File: src/logic/cpu_macros.svh
`ifndef CPU_MACROS_SVH
`define CPU_MACROS_SVH

// Data and address width of the core.
`define CPU_XLEN 32

// Width of the label that travels with each instruction.
`define CPU_TAG_W 8

// Issue queue entries, which is also the number of credits upstream starts with.
`define CPU_QUEUE_DEPTH 4

// Credits the execute stage holds on its result port after reset.
`define CPU_RESULT_CREDITS 2

`endif
File: src/logic/cpu_pkg.sv
`default_nettype none

package cpu_pkg;

	typedef enum logic [5:0] {
		OP_LUI,
		OP_AUIPC,
		OP_JAL,
		OP_JALR,
		OP_BEQ,
		OP_BNE,
		OP_BLT,
		OP_BGE,
		OP_BLTU,
		OP_BGEU,
		OP_LB,
		OP_LH,
		OP_LW,
		OP_LBU,
		OP_LHU,
		OP_SB,
		OP_SH,
		OP_SW,
		OP_ADDI,
		OP_SLTI,
		OP_SLTIU,
		OP_XORI,
		OP_ORI,
		OP_ANDI,
		OP_SLLI,
		OP_SRLI,
		OP_SRAI,
		OP_ADD,
		OP_SUB,
		OP_SLL,
		OP_SLT,
		OP_SLTU,
		OP_XOR,
		OP_SRL,
		OP_SRA,
		OP_OR,
		OP_AND,
		OP_ILLEGAL
	} op_e;

	typedef enum logic [2:0] {
		MW_NONE = 3'd0,
		MW_BYTE = 3'd1,
		MW_HALF = 3'd2,
		MW_WORD = 3'd4 // Encoded as the access size in bytes.
	} mem_width_e;

	typedef enum logic [1:0] {
		QS_EMPTY,
		QS_PARTIAL,
		QS_FULL
	} queue_state_e;

endpackage

`default_nettype wire

File: src/logic/cpu_core.sv
`timescale 1ns/1ns
`default_nettype none
`include "cpu_macros.svh"

module cpu_core (
	input wire i_clock,
	input wire i_rst_n,
	input wire i_issue_valid,
	input wire [`CPU_TAG_W-1:0] i_issue_tag,
	input wire [`CPU_XLEN-1:0] i_issue_pc,
	input wire [`CPU_XLEN-1:0] i_issue_instruction,
	output logic o_issue_credit,
	input wire i_result_credit,
	output logic o_result_valid,
	output logic [`CPU_TAG_W-1:0] o_tag,
	output logic [4:0] o_inst_rd,
	output logic [`CPU_XLEN-1:0] o_rd,
	output logic o_branch,
	output logic [`CPU_XLEN-1:0] o_pc_next,
	output logic o_mem_read,
	output logic o_mem_write,
	output cpu_pkg::mem_width_e o_mem_width,
	output logic o_mem_signed,
	output logic [`CPU_XLEN-1:0] o_mem_address
);
	import cpu_pkg::*;

	logic head_valid;
	logic head_pop;
	logic [`CPU_TAG_W-1:0] head_tag;
	logic [`CPU_XLEN-1:0] head_pc;
	logic [`CPU_XLEN-1:0] head_instruction;
	op_e op;
	logic [4:0] rs1_addr;
	logic [4:0] rs2_addr;
	logic [4:0] inst_rd;
	logic [`CPU_XLEN-1:0] imm;
	logic [`CPU_XLEN-1:0] rs1_data;
	logic [`CPU_XLEN-1:0] rs2_data;
	logic wr_en;
	logic [4:0] wr_addr;
	logic [`CPU_XLEN-1:0] wr_data;

	cpu_issue_queue i_cpu_issue_queue (
		.i_clock(i_clock),
		.i_rst_n(i_rst_n),
		.i_wr_valid(i_issue_valid),
		.i_wr_tag(i_issue_tag),
		.i_wr_pc(i_issue_pc),
		.i_wr_instruction(i_issue_instruction),
		.i_pop(head_pop),
		.o_head_valid(head_valid),
		.o_head_tag(head_tag),
		.o_head_pc(head_pc),
		.o_head_instruction(head_instruction),
		.o_credit(o_issue_credit)
	);

	cpu_decode i_cpu_decode (
		.i_instruction(head_instruction),
		.o_op(op),
		.o_rs1_addr(rs1_addr),
		.o_rs2_addr(rs2_addr),
		.o_inst_rd(inst_rd),
		.o_imm(imm)
	);

	cpu_regfile i_cpu_regfile (
		.i_clock(i_clock),
		.i_rst_n(i_rst_n),
		.i_rs1_addr(rs1_addr),
		.i_rs2_addr(rs2_addr),
		.i_wr_en(wr_en),
		.i_wr_addr(wr_addr),
		.i_wr_data(wr_data),
		.o_rs1_data(rs1_data),
		.o_rs2_data(rs2_data)
	);

	cpu_execute i_cpu_execute (
		.i_clock(i_clock),
		.i_rst_n(i_rst_n),
		.i_head_valid(head_valid),
		.i_tag(head_tag),
		.i_pc(head_pc),
		.i_op(op),
		.i_rs1(rs1_data),
		.i_rs2(rs2_data),
		.i_inst_rd(inst_rd),
		.i_imm(imm),
		.i_result_credit(i_result_credit),
		.o_pop(head_pop),
		.o_wr_en(wr_en),
		.o_wr_addr(wr_addr),
		.o_wr_data(wr_data),
		.o_result_valid(o_result_valid),
		.o_tag(o_tag),
		.o_inst_rd(o_inst_rd),
		.o_rd(o_rd),
		.o_branch(o_branch),
		.o_pc_next(o_pc_next),
		.o_mem_read(o_mem_read),
		.o_mem_write(o_mem_write),
		.o_mem_width(o_mem_width),
		.o_mem_signed(o_mem_signed),
		.o_mem_address(o_mem_address)
	);

endmodule

`default_nettype wire

File: src/logic/cpu_execute.sv
`timescale 1ns/1ns
`default_nettype none
`include "cpu_macros.svh"

module cpu_execute (
	input wire i_clock,
	input wire i_rst_n,
	input wire i_head_valid,
	input wire [`CPU_TAG_W-1:0] i_tag,
	input wire [`CPU_XLEN-1:0] i_pc,
	input wire cpu_pkg::op_e i_op,
	input wire [`CPU_XLEN-1:0] i_rs1,
	input wire [`CPU_XLEN-1:0] i_rs2,
	input wire [4:0] i_inst_rd,
	input wire [`CPU_XLEN-1:0] i_imm,
	input wire i_result_credit,
	output logic o_pop,
	output logic o_wr_en,
	output logic [4:0] o_wr_addr,
	output logic [`CPU_XLEN-1:0] o_wr_data,
	output logic o_result_valid,
	output logic [`CPU_TAG_W-1:0] o_tag,
	output logic [4:0] o_inst_rd,
	output logic [`CPU_XLEN-1:0] o_rd,
	output logic o_branch,
	output logic [`CPU_XLEN-1:0] o_pc_next,
	output logic o_mem_read,
	output logic o_mem_write,
	output cpu_pkg::mem_width_e o_mem_width,
	output logic o_mem_signed,
	output logic [`CPU_XLEN-1:0] o_mem_address
);
	import cpu_pkg::*;

	localparam int SHAMT_W = $clog2(`CPU_XLEN);
	localparam int CREDIT_W = $clog2(`CPU_RESULT_CREDITS + 1);

	logic [CREDIT_W-1:0] credits;
	logic [`CPU_XLEN-1:0] op_b;
	logic [SHAMT_W-1:0] shamt;
	logic [`CPU_XLEN-1:0] pc_plus4;
	logic [`CPU_XLEN-1:0] pc_target;
	logic [`CPU_XLEN-1:0] mem_address;
	logic [`CPU_XLEN-1:0] result;
	logic [`CPU_XLEN-1:0] pc_next;
	logic lt_signed;
	logic lt_unsigned;
	logic equal;
	logic taken;
	logic wb_en;
	logic mem_read;
	logic mem_write;
	logic mem_signed;
	mem_width_e mem_width;

	assign op_b = (i_op inside {OP_ADDI, OP_SLTI, OP_SLTIU, OP_XORI, OP_ORI, OP_ANDI,
		OP_SLLI, OP_SRLI, OP_SRAI}) ? i_imm : i_rs2;
	assign shamt = op_b[SHAMT_W-1:0];
	assign lt_signed = $signed(i_rs1) < $signed(op_b); // Branches compare against rs2.
	assign lt_unsigned = i_rs1 < op_b;
	assign equal = (i_rs1 == i_rs2);
	assign pc_plus4 = i_pc + `CPU_XLEN'd4;
	assign pc_target = i_pc + i_imm;
	assign mem_address = i_rs1 + i_imm;

	always_comb begin
		case (i_op)
			OP_LUI: result = i_imm;
			OP_AUIPC: result = pc_target;
			OP_JAL, OP_JALR: result = pc_plus4;
			OP_ADD, OP_ADDI: result = i_rs1 + op_b;
			OP_SUB: result = i_rs1 - i_rs2;
			OP_SLT, OP_SLTI: result = {{(`CPU_XLEN - 1){1'b0}}, lt_signed};
			OP_SLTU, OP_SLTIU: result = {{(`CPU_XLEN - 1){1'b0}}, lt_unsigned};
			OP_XOR, OP_XORI: result = i_rs1 ^ op_b;
			OP_OR, OP_ORI: result = i_rs1 | op_b;
			OP_AND, OP_ANDI: result = i_rs1 & op_b;
			OP_SLL, OP_SLLI: result = i_rs1 << shamt;
			OP_SRL, OP_SRLI: result = i_rs1 >> shamt;
			OP_SRA, OP_SRAI: result = $signed(i_rs1) >>> shamt;
			OP_SB, OP_SH, OP_SW: result = i_rs2; // Store data goes out on the result.
			default: result = '0;
		endcase
	end

	always_comb begin
		case (i_op)
			OP_BEQ: taken = equal;
			OP_BNE: taken = !equal;
			OP_BLT: taken = lt_signed;
			OP_BGE: taken = !lt_signed;
			OP_BLTU: taken = lt_unsigned;
			OP_BGEU: taken = !lt_unsigned;
			OP_JAL, OP_JALR: taken = 1'b1;
			default: taken = 1'b0;
		endcase
	end

	always_comb begin
		if (!taken)
			pc_next = pc_plus4;
		else if (i_op == OP_JALR)
			pc_next = {mem_address[`CPU_XLEN-1:1], 1'b0};
		else
			pc_next = pc_target;
	end

	always_comb begin
		case (i_op)
			OP_LB, OP_LBU, OP_SB: mem_width = MW_BYTE;
			OP_LH, OP_LHU, OP_SH: mem_width = MW_HALF;
			OP_LW, OP_SW: mem_width = MW_WORD;
			default: mem_width = MW_NONE;
		endcase
	end

	assign mem_read = i_op inside {OP_LB, OP_LH, OP_LW, OP_LBU, OP_LHU};
	assign mem_write = i_op inside {OP_SB, OP_SH, OP_SW};
	assign mem_signed = i_op inside {OP_LB, OP_LH};
	assign wb_en = !(i_op inside {OP_BEQ, OP_BNE, OP_BLT, OP_BGE, OP_BLTU, OP_BGEU}) &&
		!mem_read && !mem_write && i_op != OP_ILLEGAL;

	assign o_pop = i_head_valid && (credits != '0);
	assign o_wr_en = o_pop && wb_en; // Loads are written back outside this slice.
	assign o_wr_addr = i_inst_rd;
	assign o_wr_data = result;

	always_ff @(posedge i_clock or negedge i_rst_n) begin
		if (!i_rst_n)
			credits <= CREDIT_W'(`CPU_RESULT_CREDITS);
		else if (o_pop && !i_result_credit)
			credits <= credits - 1'b1;
		else if (!o_pop && i_result_credit)
			credits <= credits + 1'b1;
	end

	always_ff @(posedge i_clock or negedge i_rst_n) begin
		if (!i_rst_n) begin
			o_result_valid <= 1'b0;
			o_tag <= '0;
			o_inst_rd <= '0;
			o_rd <= '0;
			o_branch <= 1'b0;
			o_pc_next <= '0;
			o_mem_read <= 1'b0;
			o_mem_write <= 1'b0;
			o_mem_width <= MW_NONE;
			o_mem_signed <= 1'b0;
			o_mem_address <= '0;
		end else begin
			o_result_valid <= o_pop;
			if (o_pop) begin
				o_tag <= i_tag;
				o_inst_rd <= i_inst_rd;
				o_rd <= result;
				o_branch <= taken;
				o_pc_next <= pc_next;
				o_mem_read <= mem_read;
				o_mem_write <= mem_write;
				o_mem_width <= mem_width;
				o_mem_signed <= mem_signed;
				o_mem_address <= mem_address;
			end
		end
	end

	// Downstream must never hand back more credits than it was given.
	a_credit_bound: assert property (@(posedge i_clock) disable iff (!i_rst_n)
		credits <= CREDIT_W'(`CPU_RESULT_CREDITS));

endmodule

`default_nettype wire

File: src/logic/cpu_decode.sv
`timescale 1ns/1ns
`default_nettype none
`include "cpu_macros.svh"

module cpu_decode (
	input wire [31:0] i_instruction,
	output cpu_pkg::op_e o_op,
	output logic [4:0] o_rs1_addr,
	output logic [4:0] o_rs2_addr,
	output logic [4:0] o_inst_rd,
	output logic [`CPU_XLEN-1:0] o_imm
);
	import cpu_pkg::*;

	localparam logic [6:0] OPC_LUI = 7'b0110111;
	localparam logic [6:0] OPC_AUIPC = 7'b0010111;
	localparam logic [6:0] OPC_JAL = 7'b1101111;
	localparam logic [6:0] OPC_JALR = 7'b1100111;
	localparam logic [6:0] OPC_BRANCH = 7'b1100011;
	localparam logic [6:0] OPC_LOAD = 7'b0000011;
	localparam logic [6:0] OPC_STORE = 7'b0100011;
	localparam logic [6:0] OPC_OP_IMM = 7'b0010011;
	localparam logic [6:0] OPC_OP = 7'b0110011;

	logic [6:0] opcode;
	logic [2:0] funct3;
	logic [6:0] funct7;
	logic [31:0] imm_i;
	logic [31:0] imm_s;
	logic [31:0] imm_b;
	logic [31:0] imm_u;
	logic [31:0] imm_j;

	assign opcode = i_instruction[6:0];
	assign funct3 = i_instruction[14:12];
	assign funct7 = i_instruction[31:25];

	assign imm_i = {{20{i_instruction[31]}}, i_instruction[31:20]};
	assign imm_s = {{20{i_instruction[31]}}, i_instruction[31:25], i_instruction[11:7]};
	assign imm_b = {{19{i_instruction[31]}}, i_instruction[31], i_instruction[7],
		i_instruction[30:25], i_instruction[11:8], 1'b0};
	assign imm_u = {i_instruction[31:12], 12'b0};
	assign imm_j = {{11{i_instruction[31]}}, i_instruction[31], i_instruction[19:12],
		i_instruction[20], i_instruction[30:21], 1'b0};

	assign o_rs1_addr = i_instruction[19:15];
	assign o_rs2_addr = i_instruction[24:20];

	always_comb begin
		o_op = OP_ILLEGAL;
		o_imm = '0;
		case (opcode)
			OPC_LUI: begin
				o_op = OP_LUI;
				o_imm = imm_u;
			end
			OPC_AUIPC: begin
				o_op = OP_AUIPC;
				o_imm = imm_u;
			end
			OPC_JAL: begin
				o_op = OP_JAL;
				o_imm = imm_j;
			end
			OPC_JALR: begin
				o_op = (funct3 == 3'b000) ? OP_JALR : OP_ILLEGAL;
				o_imm = imm_i;
			end
			OPC_BRANCH: begin
				o_imm = imm_b;
				case (funct3)
					3'b000: o_op = OP_BEQ;
					3'b001: o_op = OP_BNE;
					3'b100: o_op = OP_BLT;
					3'b101: o_op = OP_BGE;
					3'b110: o_op = OP_BLTU;
					3'b111: o_op = OP_BGEU;
					default: o_op = OP_ILLEGAL;
				endcase
			end
			OPC_LOAD: begin
				o_imm = imm_i;
				case (funct3)
					3'b000: o_op = OP_LB;
					3'b001: o_op = OP_LH;
					3'b010: o_op = OP_LW;
					3'b100: o_op = OP_LBU;
					3'b101: o_op = OP_LHU;
					default: o_op = OP_ILLEGAL;
				endcase
			end
			OPC_STORE: begin
				o_imm = imm_s;
				case (funct3)
					3'b000: o_op = OP_SB;
					3'b001: o_op = OP_SH;
					3'b010: o_op = OP_SW;
					default: o_op = OP_ILLEGAL;
				endcase
			end
			OPC_OP_IMM: begin
				o_imm = imm_i; // Shift amounts sit in the low five bits.
				case (funct3)
					3'b000: o_op = OP_ADDI;
					3'b010: o_op = OP_SLTI;
					3'b011: o_op = OP_SLTIU;
					3'b100: o_op = OP_XORI;
					3'b110: o_op = OP_ORI;
					3'b111: o_op = OP_ANDI;
					3'b001: o_op = (funct7 == 7'b0000000) ? OP_SLLI : OP_ILLEGAL;
					default: begin
						if (funct7 == 7'b0000000)
							o_op = OP_SRLI;
						else if (funct7 == 7'b0100000)
							o_op = OP_SRAI;
					end
				endcase
			end
			OPC_OP: begin
				if (funct7 == 7'b0000000) begin
					case (funct3)
						3'b000: o_op = OP_ADD;
						3'b001: o_op = OP_SLL;
						3'b010: o_op = OP_SLT;
						3'b011: o_op = OP_SLTU;
						3'b100: o_op = OP_XOR;
						3'b101: o_op = OP_SRL;
						3'b110: o_op = OP_OR;
						default: o_op = OP_AND;
					endcase
				end else if (funct7 == 7'b0100000) begin
					if (funct3 == 3'b000)
						o_op = OP_SUB;
					else if (funct3 == 3'b101)
						o_op = OP_SRA;
				end
			end
			default: o_op = OP_ILLEGAL;
		endcase
	end

	// Branches, stores and illegal encodings have no destination register.
	assign o_inst_rd = (opcode == OPC_BRANCH || opcode == OPC_STORE || o_op == OP_ILLEGAL) ?
		5'd0 : i_instruction[11:7];

endmodule

`default_nettype wire

File: src/logic/cpu_regfile.sv
`timescale 1ns/1ns
`default_nettype none
`include "cpu_macros.svh"

module cpu_regfile (
	input wire i_clock,
	input wire i_rst_n,
	input wire [4:0] i_rs1_addr,
	input wire [4:0] i_rs2_addr,
	input wire i_wr_en,
	input wire [4:0] i_wr_addr,
	input wire [`CPU_XLEN-1:0] i_wr_data,
	output logic [`CPU_XLEN-1:0] o_rs1_data,
	output logic [`CPU_XLEN-1:0] o_rs2_data
);

	logic [`CPU_XLEN-1:0] regs [32];

	always_ff @(posedge i_clock or negedge i_rst_n) begin
		if (!i_rst_n) begin
			for (int i = 0; i < 32; i++)
				regs[i] <= '0;
		end else if (i_wr_en && i_wr_addr != 5'd0) begin
			regs[i_wr_addr] <= i_wr_data; // Writes to x0 are dropped.
		end
	end

	assign o_rs1_data = (i_rs1_addr == 5'd0) ? '0 : regs[i_rs1_addr];
	assign o_rs2_data = (i_rs2_addr == 5'd0) ? '0 : regs[i_rs2_addr];

endmodule

`default_nettype wire

File: src/logic/cpu_issue_queue.sv
`timescale 1ns/1ns
`default_nettype none
`include "cpu_macros.svh"

module cpu_issue_queue (
	input wire i_clock,
	input wire i_rst_n,
	input wire i_wr_valid,
	input wire [`CPU_TAG_W-1:0] i_wr_tag,
	input wire [`CPU_XLEN-1:0] i_wr_pc,
	input wire [`CPU_XLEN-1:0] i_wr_instruction,
	input wire i_pop,
	output logic o_head_valid,
	output logic [`CPU_TAG_W-1:0] o_head_tag,
	output logic [`CPU_XLEN-1:0] o_head_pc,
	output logic [`CPU_XLEN-1:0] o_head_instruction,
	output logic o_credit
);
	import cpu_pkg::*;

	localparam int DEPTH = `CPU_QUEUE_DEPTH;
	localparam int PTR_W = (DEPTH > 1) ? $clog2(DEPTH) : 1;

	logic [`CPU_TAG_W-1:0] tag_mem [DEPTH];
	logic [`CPU_XLEN-1:0] pc_mem [DEPTH];
	logic [`CPU_XLEN-1:0] instruction_mem [DEPTH];

	logic [PTR_W-1:0] wr_ptr;
	logic [PTR_W-1:0] rd_ptr;
	logic [PTR_W-1:0] wr_ptr_next;
	logic [PTR_W-1:0] rd_ptr_next;
	queue_state_e state;

	function automatic logic [PTR_W-1:0] ptr_inc(input logic [PTR_W-1:0] ptr);
		if (ptr == PTR_W'(DEPTH - 1))
			return '0;
		return ptr + 1'b1;
	endfunction

	assign wr_ptr_next = ptr_inc(wr_ptr);
	assign rd_ptr_next = ptr_inc(rd_ptr);

	always_ff @(posedge i_clock) begin
		if (i_wr_valid) begin
			tag_mem[wr_ptr] <= i_wr_tag;
			pc_mem[wr_ptr] <= i_wr_pc;
			instruction_mem[wr_ptr] <= i_wr_instruction;
		end
	end

	always_ff @(posedge i_clock or negedge i_rst_n) begin
		if (!i_rst_n) begin
			wr_ptr <= '0;
			rd_ptr <= '0;
			state <= QS_EMPTY;
			o_credit <= 1'b0;
		end else begin
			o_credit <= i_pop; // One credit back per popped entry.
			if (i_wr_valid)
				wr_ptr <= wr_ptr_next;
			if (i_pop)
				rd_ptr <= rd_ptr_next;
			if (i_wr_valid && !i_pop)
				state <= (wr_ptr_next == rd_ptr) ? QS_FULL : QS_PARTIAL;
			else if (i_pop && !i_wr_valid)
				state <= (rd_ptr_next == wr_ptr) ? QS_EMPTY : QS_PARTIAL;
		end
	end

	assign o_head_valid = (state != QS_EMPTY);
	assign o_head_tag = tag_mem[rd_ptr];
	assign o_head_pc = pc_mem[rd_ptr];
	assign o_head_instruction = instruction_mem[rd_ptr];

	// Upstream only writes while it holds a credit, so a full queue never sees a write.
	a_no_write_when_full: assert property (@(posedge i_clock) disable iff (!i_rst_n)
		i_wr_valid |-> state != QS_FULL);

	a_no_pop_when_empty: assert property (@(posedge i_clock) disable iff (!i_rst_n)
		i_pop |-> state != QS_EMPTY);

endmodule

`default_nettype wire

File: config.mk
export PLATFORM = sky130hd
export DESIGN_NAME = cpu_core
export DESIGN_NICKNAME = d
export VERILOG_FILES = /design/src/logic/cpu_pkg.sv /design/src/logic/cpu_core.sv /design/src/logic/cpu_execute.sv /design/src/logic/cpu_decode.sv /design/src/logic/cpu_regfile.sv /design/src/logic/cpu_issue_queue.sv
export VERILOG_INCLUDE_DIRS = /design/src /design/src/logic
export SDC_FILE = /design/constraint.sdc
export NUM_CORES = 2
export LEC_CHECK = 0
export BUFFER_PORTS_ARGS = -buffer_cell sky130_fd_sc_hd__buf_2
export CAP_MARGIN = 20
export CORE_MARGIN = 4
export CORE_UTILIZATION = 45
export DETAILED_ROUTE_END_ITERATION = 10
export SLEW_MARGIN = 25
export SYNTH_ARGS = -nofsm -noshare
export SYNTH_HDL_FRONTEND = slang
export SYNTH_HIERARCHICAL = 1
export SYNTH_SLANG_ARGS = --single-unit
File: constraint.sdc
create_clock -name i_clock -period 19.9 [get_ports i_clock]
set_input_delay 2.985 -clock i_clock [delete_from_list [all_inputs] [get_ports i_clock]]
set_output_delay 2.985 -clock i_clock [all_outputs]
set_load 0.03 [all_outputs]
# After elaboration in Yosys (flattened, before gate mapping)
# Memories as Yosys holds them, arrays and structs flattened. A register that Yosys moved wholly into a read port is not among the register bits.
# Cells that the tools add are included.
[word_totals]
output_inout_bits = 118
ramBits = 288
latchBits = 0
rom_bits = 96
mem_count = 4
regBits = 1141
in_bits = 76
wordCells = 232
[memory_table]
columns = ["name", "words", "word_bits", "rd", "rd_ports_with_merged_regs", "write_ports", "line_no", "rtl"]
rows = [
  ["i_cpu_issue_queue.instruction_mem", 4, 32, 1, 0, 1, "cpu_issue_queue.sv:26", "logic [`CPU_XLEN-1:0] instruction_mem [DEPTH];"],
  ["i_cpu_issue_queue.pc_mem", 4, 32, 1, 0, 1, "cpu_issue_queue.sv:25", "logic [`CPU_XLEN-1:0] pc_mem [DEPTH];"],
  ["(no name shown)", 32, 3, 1, 0, 0, "cpu_execute.sv:109", "case (i_op)"],
  ["i_cpu_issue_queue.tag_mem", 4, 8, 1, 1, 1, "cpu_issue_queue.sv:24", "logic [`CPU_TAG_W-1:0] tag_mem [DEPTH];"],
]
[op_classes]
n_bitwise = 6
n_reduce_logical = 51
order_cmp = 6
n_addsub = 9
n_eq_ne = 60
multipliers = 0
n_shift = 3
n_div = 0
n_mux = 47
[op_table]
columns = ["operator", "n"]
rows = [
  ["1024-bit bitwise mux", 1],
  ["32-bit case mux with 14 select lines", 1],
  ["32-bit binary-select mux with 5-bit select", 2],
  ["32-bit two-way mux", 10],
  ["32-bit demux with 5-bit select", 1],
  ["32-bit case mux with 5 select lines", 1],
  ["32-bit adder", 3],
  ["6-bit by 5-bit equality test with 1-bit output, second input constant", 16],
  ["6-bit case mux with 7 select lines", 2],
  ["32-bit less-than comparator", 2],
  ["6-bit case mux with 9 select lines", 1],
  ["6-bit by 4-bit equality test with 1-bit output, second input constant", 8],
  ["6-bit two-way mux", 7],
  ["6-bit equality test, second input constant", 6],
  ["6-bit case mux with 6 select lines", 1],
  ["32-bit by 3-bit adder with 32-bit output, second input constant", 1],
  ["32-bit bitwise AND", 1],
  ["32-bit equality test", 1],
  ["32-bit OR", 1],
  ["32-bit by 5-bit left shift with 32-bit output", 1],
  ["32-bit by 5-bit right shift with 32-bit output", 1],
  ["32-bit by 5-bit >>> shifter with 32-bit output", 1],
  ["32-bit subtractor", 1],
  ["32-bit bitwise XOR", 1],
  ["39 further kinds", 111],
]

# Longest topological paths before layout
# An unclocked memory read counts as a cell.
[depth]
depth_word = 16
depth_mapped = 32
ltp_nobuf = 24

# Hierarchy
# Netlist, hierarchy kept.
[by_module_without_submodules]
columns = ["mod", "n_inst", "seq_area_each_um2", "cells_per_inst", "area_per_inst_um2"]
rows = [
  ["cpu_regfile", 1, 25624.6, 3621, 54359.6],
  ["cpu_execute", 1, 2979.1, 2690, 20410.8],
  ["cpu_issue_queue", 1, 8823.5, 418, 10849.2],
  ["cpu_decode", 1, 0.0, 188, 1291.2],
]

# Worst setup path before layout
# Ideal clock, no wire load.
[synth_timing]
path_kind = "register to register"
start = "register i_cpu_issue_queue.rd_ptr[0]"
end = "register i_cpu_regfile/regs[221] in the netlist's numbering"
path_slack_ps = 12764
synth_period_minus_slack_ps = 7136
arrival_time_ps = 7008
path_stages_with_launch = 31
required_ps = 19772
path_cell_list = "dfrtp_1 > buf_6 > buf_12 > buf_12 > mux4_2 > nand2b_2 > a221o_1 > a21oi_1 > and3_2 > inv_1 > nand2b_1 > buf_2 > a211oi_2 > mux2i_1 > buf_2 > inv_2 > buf_2 > buf_1 > buf_2 > ha_1 > a21oi_1 > o31ai_1 > a311oi_1 > o31ai_1 > a31oi_1 > o21ai_0 > xor2_1 > a211oi_1 > nand3b_1 > clkbuf_1 > mux2_1"
[synth_via]
elab_cells_between_ends = 135
classes_between = "4 x add/sub; 2 x order compare; 55 x eq/ne; 3 x shift; 29 x mux; 6 x bitwise; 34 x reduce/logical; 2 x memory"
[synth_lines]
columns = ["item", "line_no", "rtl"]
rows = [
  ["from (decl)", "cpu_issue_queue.sv:29", "logic [PTR_W-1:0] rd_ptr;"],
  ["from (signal assigned)", "cpu_issue_queue.sv:62", "rd_ptr <= rd_ptr_next;"],
  ["memory read 4 x 32 bit (*)", "n/a", ""],
  ["via head_instruction[4]", "cpu_core.sv:32", "logic [`CPU_XLEN-1:0] head_instruction;"],
  ["7-bit by 6-bit equality test with 1-bit output (tied with other cells)", "cpu_decode.sv:52", "case (opcode)"],
  ["6-bit case mux with 9 select lines (*)", "cpu_decode.sv:52", ""],
  ["via op[5]", "cpu_core.sv:33", "op_e op;"],
  ["6-bit by 5-bit equality test with 1-bit output", "cpu_execute.sv:56, cpu_execute.sv:67", ""],
  ["9-bit nonzero test", "cpu_execute.sv:56", "assign op_b = (i_op inside {OP_ADDI, OP_SLTI, OP_SLTIU, OP_XORI, OP_ORI, OP_ANDI,"],
  ["32-bit two-way mux", "cpu_execute.sv:57", "OP_SLLI, OP_SRLI, OP_SRAI}) ? i_imm : i_rs2;"],
  ["32-bit adder (tied with other cells)", "cpu_execute.sv:71", "OP_ADD, OP_ADDI: result = i_rs1 + op_b;"],
  ["32-bit case mux with 14 select lines (*)", "cpu_execute.sv:67", "case (i_op)"],
  ["via wr_data[29]", "cpu_core.sv:42", "logic [`CPU_XLEN-1:0] wr_data;"],
  ["1024-bit bitwise mux (*)", "cpu_regfile.sv:24", "regs[i_wr_addr] <= i_wr_data;"],
  ["to (signal, indexed assignment)", "cpu_regfile.sv:24", ""],
  ["to (decl)", "cpu_regfile.sv:17", "logic [`CPU_XLEN-1:0] regs [32];"],
]
# The timed path passes the listed nets; every way through them passes the cells marked *. The select of a mux whose other input is x is not followed.
# A chain may end at the register's enable or synchronous reset.

# Final worst setup path
[layout_timing]
start = "register i_cpu_issue_queue.rd_ptr[1]"
end = "register i_cpu_regfile/regs[317] in the netlist's numbering"
[layout_via]
elab_cells_between_ends = 135
classes_between = "4 x add/sub; 2 x order compare; 55 x eq/ne; 3 x shift; 29 x mux; 6 x bitwise; 34 x reduce/logical; 2 x memory"
[layout_lines]
columns = ["item", "line_no", "rtl"]
rows = [
  ["memory read 4 x 32 bit (*)", "n/a", ""],
  ["via head_instruction[31]", "cpu_core.sv:32", ""],
  ["7-bit by 6-bit equality test with 1-bit output", "cpu_decode.sv:114, cpu_decode.sv:131", ""],
  ["6-bit two-way mux", "cpu_decode.sv:114", "else if (funct7 == 7'b0100000)"],
  ["6-bit two-way mux", "cpu_decode.sv:112", "if (funct7 == 7'b0000000)"],
  ["6-bit case mux with 7 select lines", "cpu_decode.sv:103", "case (funct3)"],
  ["6-bit case mux with 9 select lines (*)", "cpu_decode.sv:52", ""],
  ["via op[2]", "cpu_core.sv:33", ""],
  ["6-bit by 5-bit equality test with 1-bit output", "cpu_execute.sv:56, cpu_execute.sv:67", ""],
  ["9-bit nonzero test", "cpu_execute.sv:56", ""],
  ["32-bit two-way mux", "cpu_execute.sv:57", ""],
  ["32-bit adder (tied with other cells)", "cpu_execute.sv:71", ""],
  ["32-bit case mux with 14 select lines (*)", "cpu_execute.sv:67", ""],
  ["via wr_data[29]", "cpu_core.sv:42", ""],
  ["1024-bit bitwise mux (*)", "cpu_regfile.sv:24", ""],
]
# Marked as above.

==> summary.json <==
{
  "outcome": "finished, final reports clean",
  "finalNetCount": 7102,
  "first_iter_violations": 7254,
  "postRouteAntennaNets": 0,
  "synth_async_sr_flop_share_pct": 80.0,
  "cts.sinks": 1438,
  "register_bit_total_from_synthesis": 1438,
  "util_after_layout_pct": 50.0,
  "timing.critical_path.from_type": "flop",
  "port-buffer-count": 193,
  "final_cells": 9495,
  "finalWeightedCongestion": 0.997,
  "root_cell_of_the_clock_tree": "clkbuf_16",
  "drv.max_cap_violation_count": 0,
  "synthToLayoutAreaGrowth_pct": 10.7,
  "cellLeakagePower_nw": 42.2,
  "slew_headroom_pct": 21.9,
  "mappedNetlistArea_sq_um": 86900,
  "cts-buffers-inserted": 161,
  "fmaxAchievable_mhz": 90.4,
  "synth.top_cell.area_share_pct": 33.1,
  "fin_crit_period_ps": 11060,
  "power.density_cell_area_nw_per_um2": 193,
  "htreeDepth": 4,
  "post_cts_resize_count": 0,
  "postRouteWirelength_mm": 322,
  "layout_common_cells": "1147 x dfrtp_1, 1065 x mux2_2, 561 x mux4_2",
  "grt_pass1_wl_mm": 461,
  "synthesis.instances": 6917,
  "synth_edf_count": 288,
  "worst_pin_slew_ps": 1140,
  "max_clock_skew_ps": 35.3,
  "core_sq_um": 192000,
  "synth.top_cells.by_area": "dfrtp_1 33%, mux4_2 15%, mux2_2 14%",
  "detailedPlacementHpwl_mm": 211,
  "core.rowCount": 161,
  "floorplan.io_pins": 194,
  "worst_path_arrival_ps": 11760,
  "die_height_microns": 447,
  "place_inst": 9193,
  "setup_repair_after_global_routing_missed_its_margin": "no",
  "setup-tns-final_ps": 0,
  "cts.reportedPaths.clkPinSlew_ps": 60,
  "detailroute.via_count": 63977,
  "irDropWorstVdd_mv": 0.169,
  "cts.path.max_buffers": 3,
  "unique_masters_post_synth": 117,
  "slowest_stage": "nand3_1",
  "syn_avg_cell_area_sq_um": 12.6,
  "critical-path-top-delay-family": "compound AO/OA/AOI/OAI gates",
  "synth_top_area_cell": "dfrtp_1",
  "post_cts.repair.setup_buffers": 0,
  "min_period_over_period_pct": 55.6,
  "number_of_buffers_and_inverters_on_the_critical_path": 6,
  "crit_path_frequent_cell": "buf_4",
  "design_power_total_mw": 18.6,
  "syn-num-nets": 7187,
  "slew_viol_final": 0,
  "overflow": 0,
  "wl_per_cell_microns": 33.9,
  "layout_cells_sized_above_1_pct": 36.0,
  "die_width_microns": 447,
  "hold_class": "reg2reg",
  "layout_commonest_cell": "dfrtp_1",
  "seq_area_frac_synth_pct": 43.1,
  "path_class": "reg2reg",
  "cts_hold_repair.buffers": 0,
  "cp_slowest_stage_delay_ps": 770,
  "initial_core_util_pct": 45.2,
  "setup_viol_count_final": 0,
  "yosys_most_used_dff": "dfrtp_1",
  "vias_per_cell": 6.74,
  "grt_pass1_vias": 63436,
  "clkLatencyLatePin_ps": 840,
  "grt_use_total_pct": 31.7,
  "timing.hold.ws_ps": 391,
  "crit_required_ps": 20600,
  "drt_drc_violations_left": 0,
  "tritoncts_clock_tree": "done",
  "timing.critical_path.fanout_max": 59,
  "largest_net_degree_at_the_start_of_global_routing": 181,
  "ys_warn_count": 6,
  "final-hold-violation-count": 0,
  "area_enclosed_by_the_die_boundary_sq_um": 200000,
  "endpoint_kind": "flop",
  "dr.pass1.iters": 8,
  "antenna_found_initial": 13
}
-- through the flow --
stage / cell area (sq um) / setup WS (ps)
2_1_floorplan: 86900 / 12760
3_3_place_gp: 90400 / 8830
3_5_place_dp: 90500 / 9130
4_1_cts: 96100 / 9080
5_1_grt: 96200 / 8460
6_report: 96200 / 8840
-- worst paths after layout --
path | startpoint | to | slack (ps) | cells past startpoint
worst min-delay path | i_cpu_regfile/regs[1013]$_DFFE_PN0P_ | i_cpu_regfile/regs[1013]$_DFFE_PN0P_ | 390 | 0
max in group asynchronous | i_rst_n | i_cpu_regfile/regs[676]$_DFFE_PN0P_ | 13980 | 5
worst min register to register | i_cpu_regfile/regs[1013]$_DFFE_PN0P_ | i_cpu_regfile/regs[1013]$_DFFE_PN0P_ | 390 | 0
worst max register to register | i_cpu_issue_queue/rd_ptr[1]$_DFFE_PN0P_ | i_cpu_regfile/regs[317]$_DFFE_PN0P_ | 8840 | 25
worst max-delay path | i_cpu_issue_queue/rd_ptr[1]$_DFFE_PN0P_ | i_cpu_regfile/regs[317]$_DFFE_PN0P_ | 8840 | 25
min in group asynchronous | i_rst_n | i_cpu_regfile/regs[949]$_DFFE_PN0P_ | 2130 | 1
-- per-layer routing --
metal  vias up  wire length (microns)  GRT usage (%)
met4         6                  16900           14.4
met2      3047                 145000           48.4
met1     33763                 133000           43.6
met3       716                  26800           6.70
li1      26445                      -              -
met5         -                    207              0
-- registers in the layout (all words and copies together) (netlist names), 2 cells and up --
register / count
i_cpu_regfile/regs: 1024
i_cpu_issue_queue/instruction_mem: 128
i_cpu_issue_queue/pc_mem: 128
i_cpu_execute/o_mem_address: 32
i_cpu_execute/o_pc_next: 32
i_cpu_execute/o_rd: 32
i_cpu_issue_queue/tag_mem: 32
i_cpu_execute/o_tag: 8
i_cpu_execute/o_inst_rd: 5
i_cpu_execute/o_mem_width: 3
i_cpu_execute/credits: 2
i_cpu_issue_queue/rd_ptr: 2
i_cpu_issue_queue/state: 2
i_cpu_issue_queue/wr_ptr: 2
-- cell type report --
cell class,count,area [sq um]
Antenna cell,8,20.0
Clock buffer,220,4540
Clock inverter,72,1120
Fill cell,16649,96200
Inverter,155,587
Multi-Input combinational cell,4656,46600
Sequential cell,1438,37400
Tap cell,2526,3160
Timing Repair Buffer,420,2800
-- where the power goes --
part           internal (mW)  total [mW]  switching, mW  leakage [nW]
Clock                   1.90        3.19           1.29          2.77
Combinational           3.90        11.8           7.92          20.9
Sequential              3.34        3.56          0.214          18.5
-- kinds of logic after synthesis --
group / Yosys count / synth area share, %
xor gates and xnor gates: 136 / 1.37
muxes: 1888 / 31.5
AOI/OAI and AO/OA: 1321 / 10.8
buffers and inverters: 823 / 4.25
DFF: 1438 / 43.1
and+or+nand+nor: 1117 / 6.25
adders and majority gates: 194 / 2.83
-- cells in the mapped netlist (53+ instances only) --
cell	instances
a221oi_1	76
buf_4	56
mux4_2	567
a22oi_1	78
a211oi_1	104
nor3_1	65
nand3_1	80
edfxtp_1	288
nor2_1	262
ha_1	190
inv_1	149
mux2i_1	223
o21ai_0	266
a21oi_1	197
a311oi_1	74
buf_2	192
xor2_1	53
mux2_2	1065
xnor2_1	83
dfrtp_1	1149
clkbuf_1	362
a21o_1	115
nor2b_1	91
nand2_1	368
No activity file was read; power rests on OpenSTA's default activity.
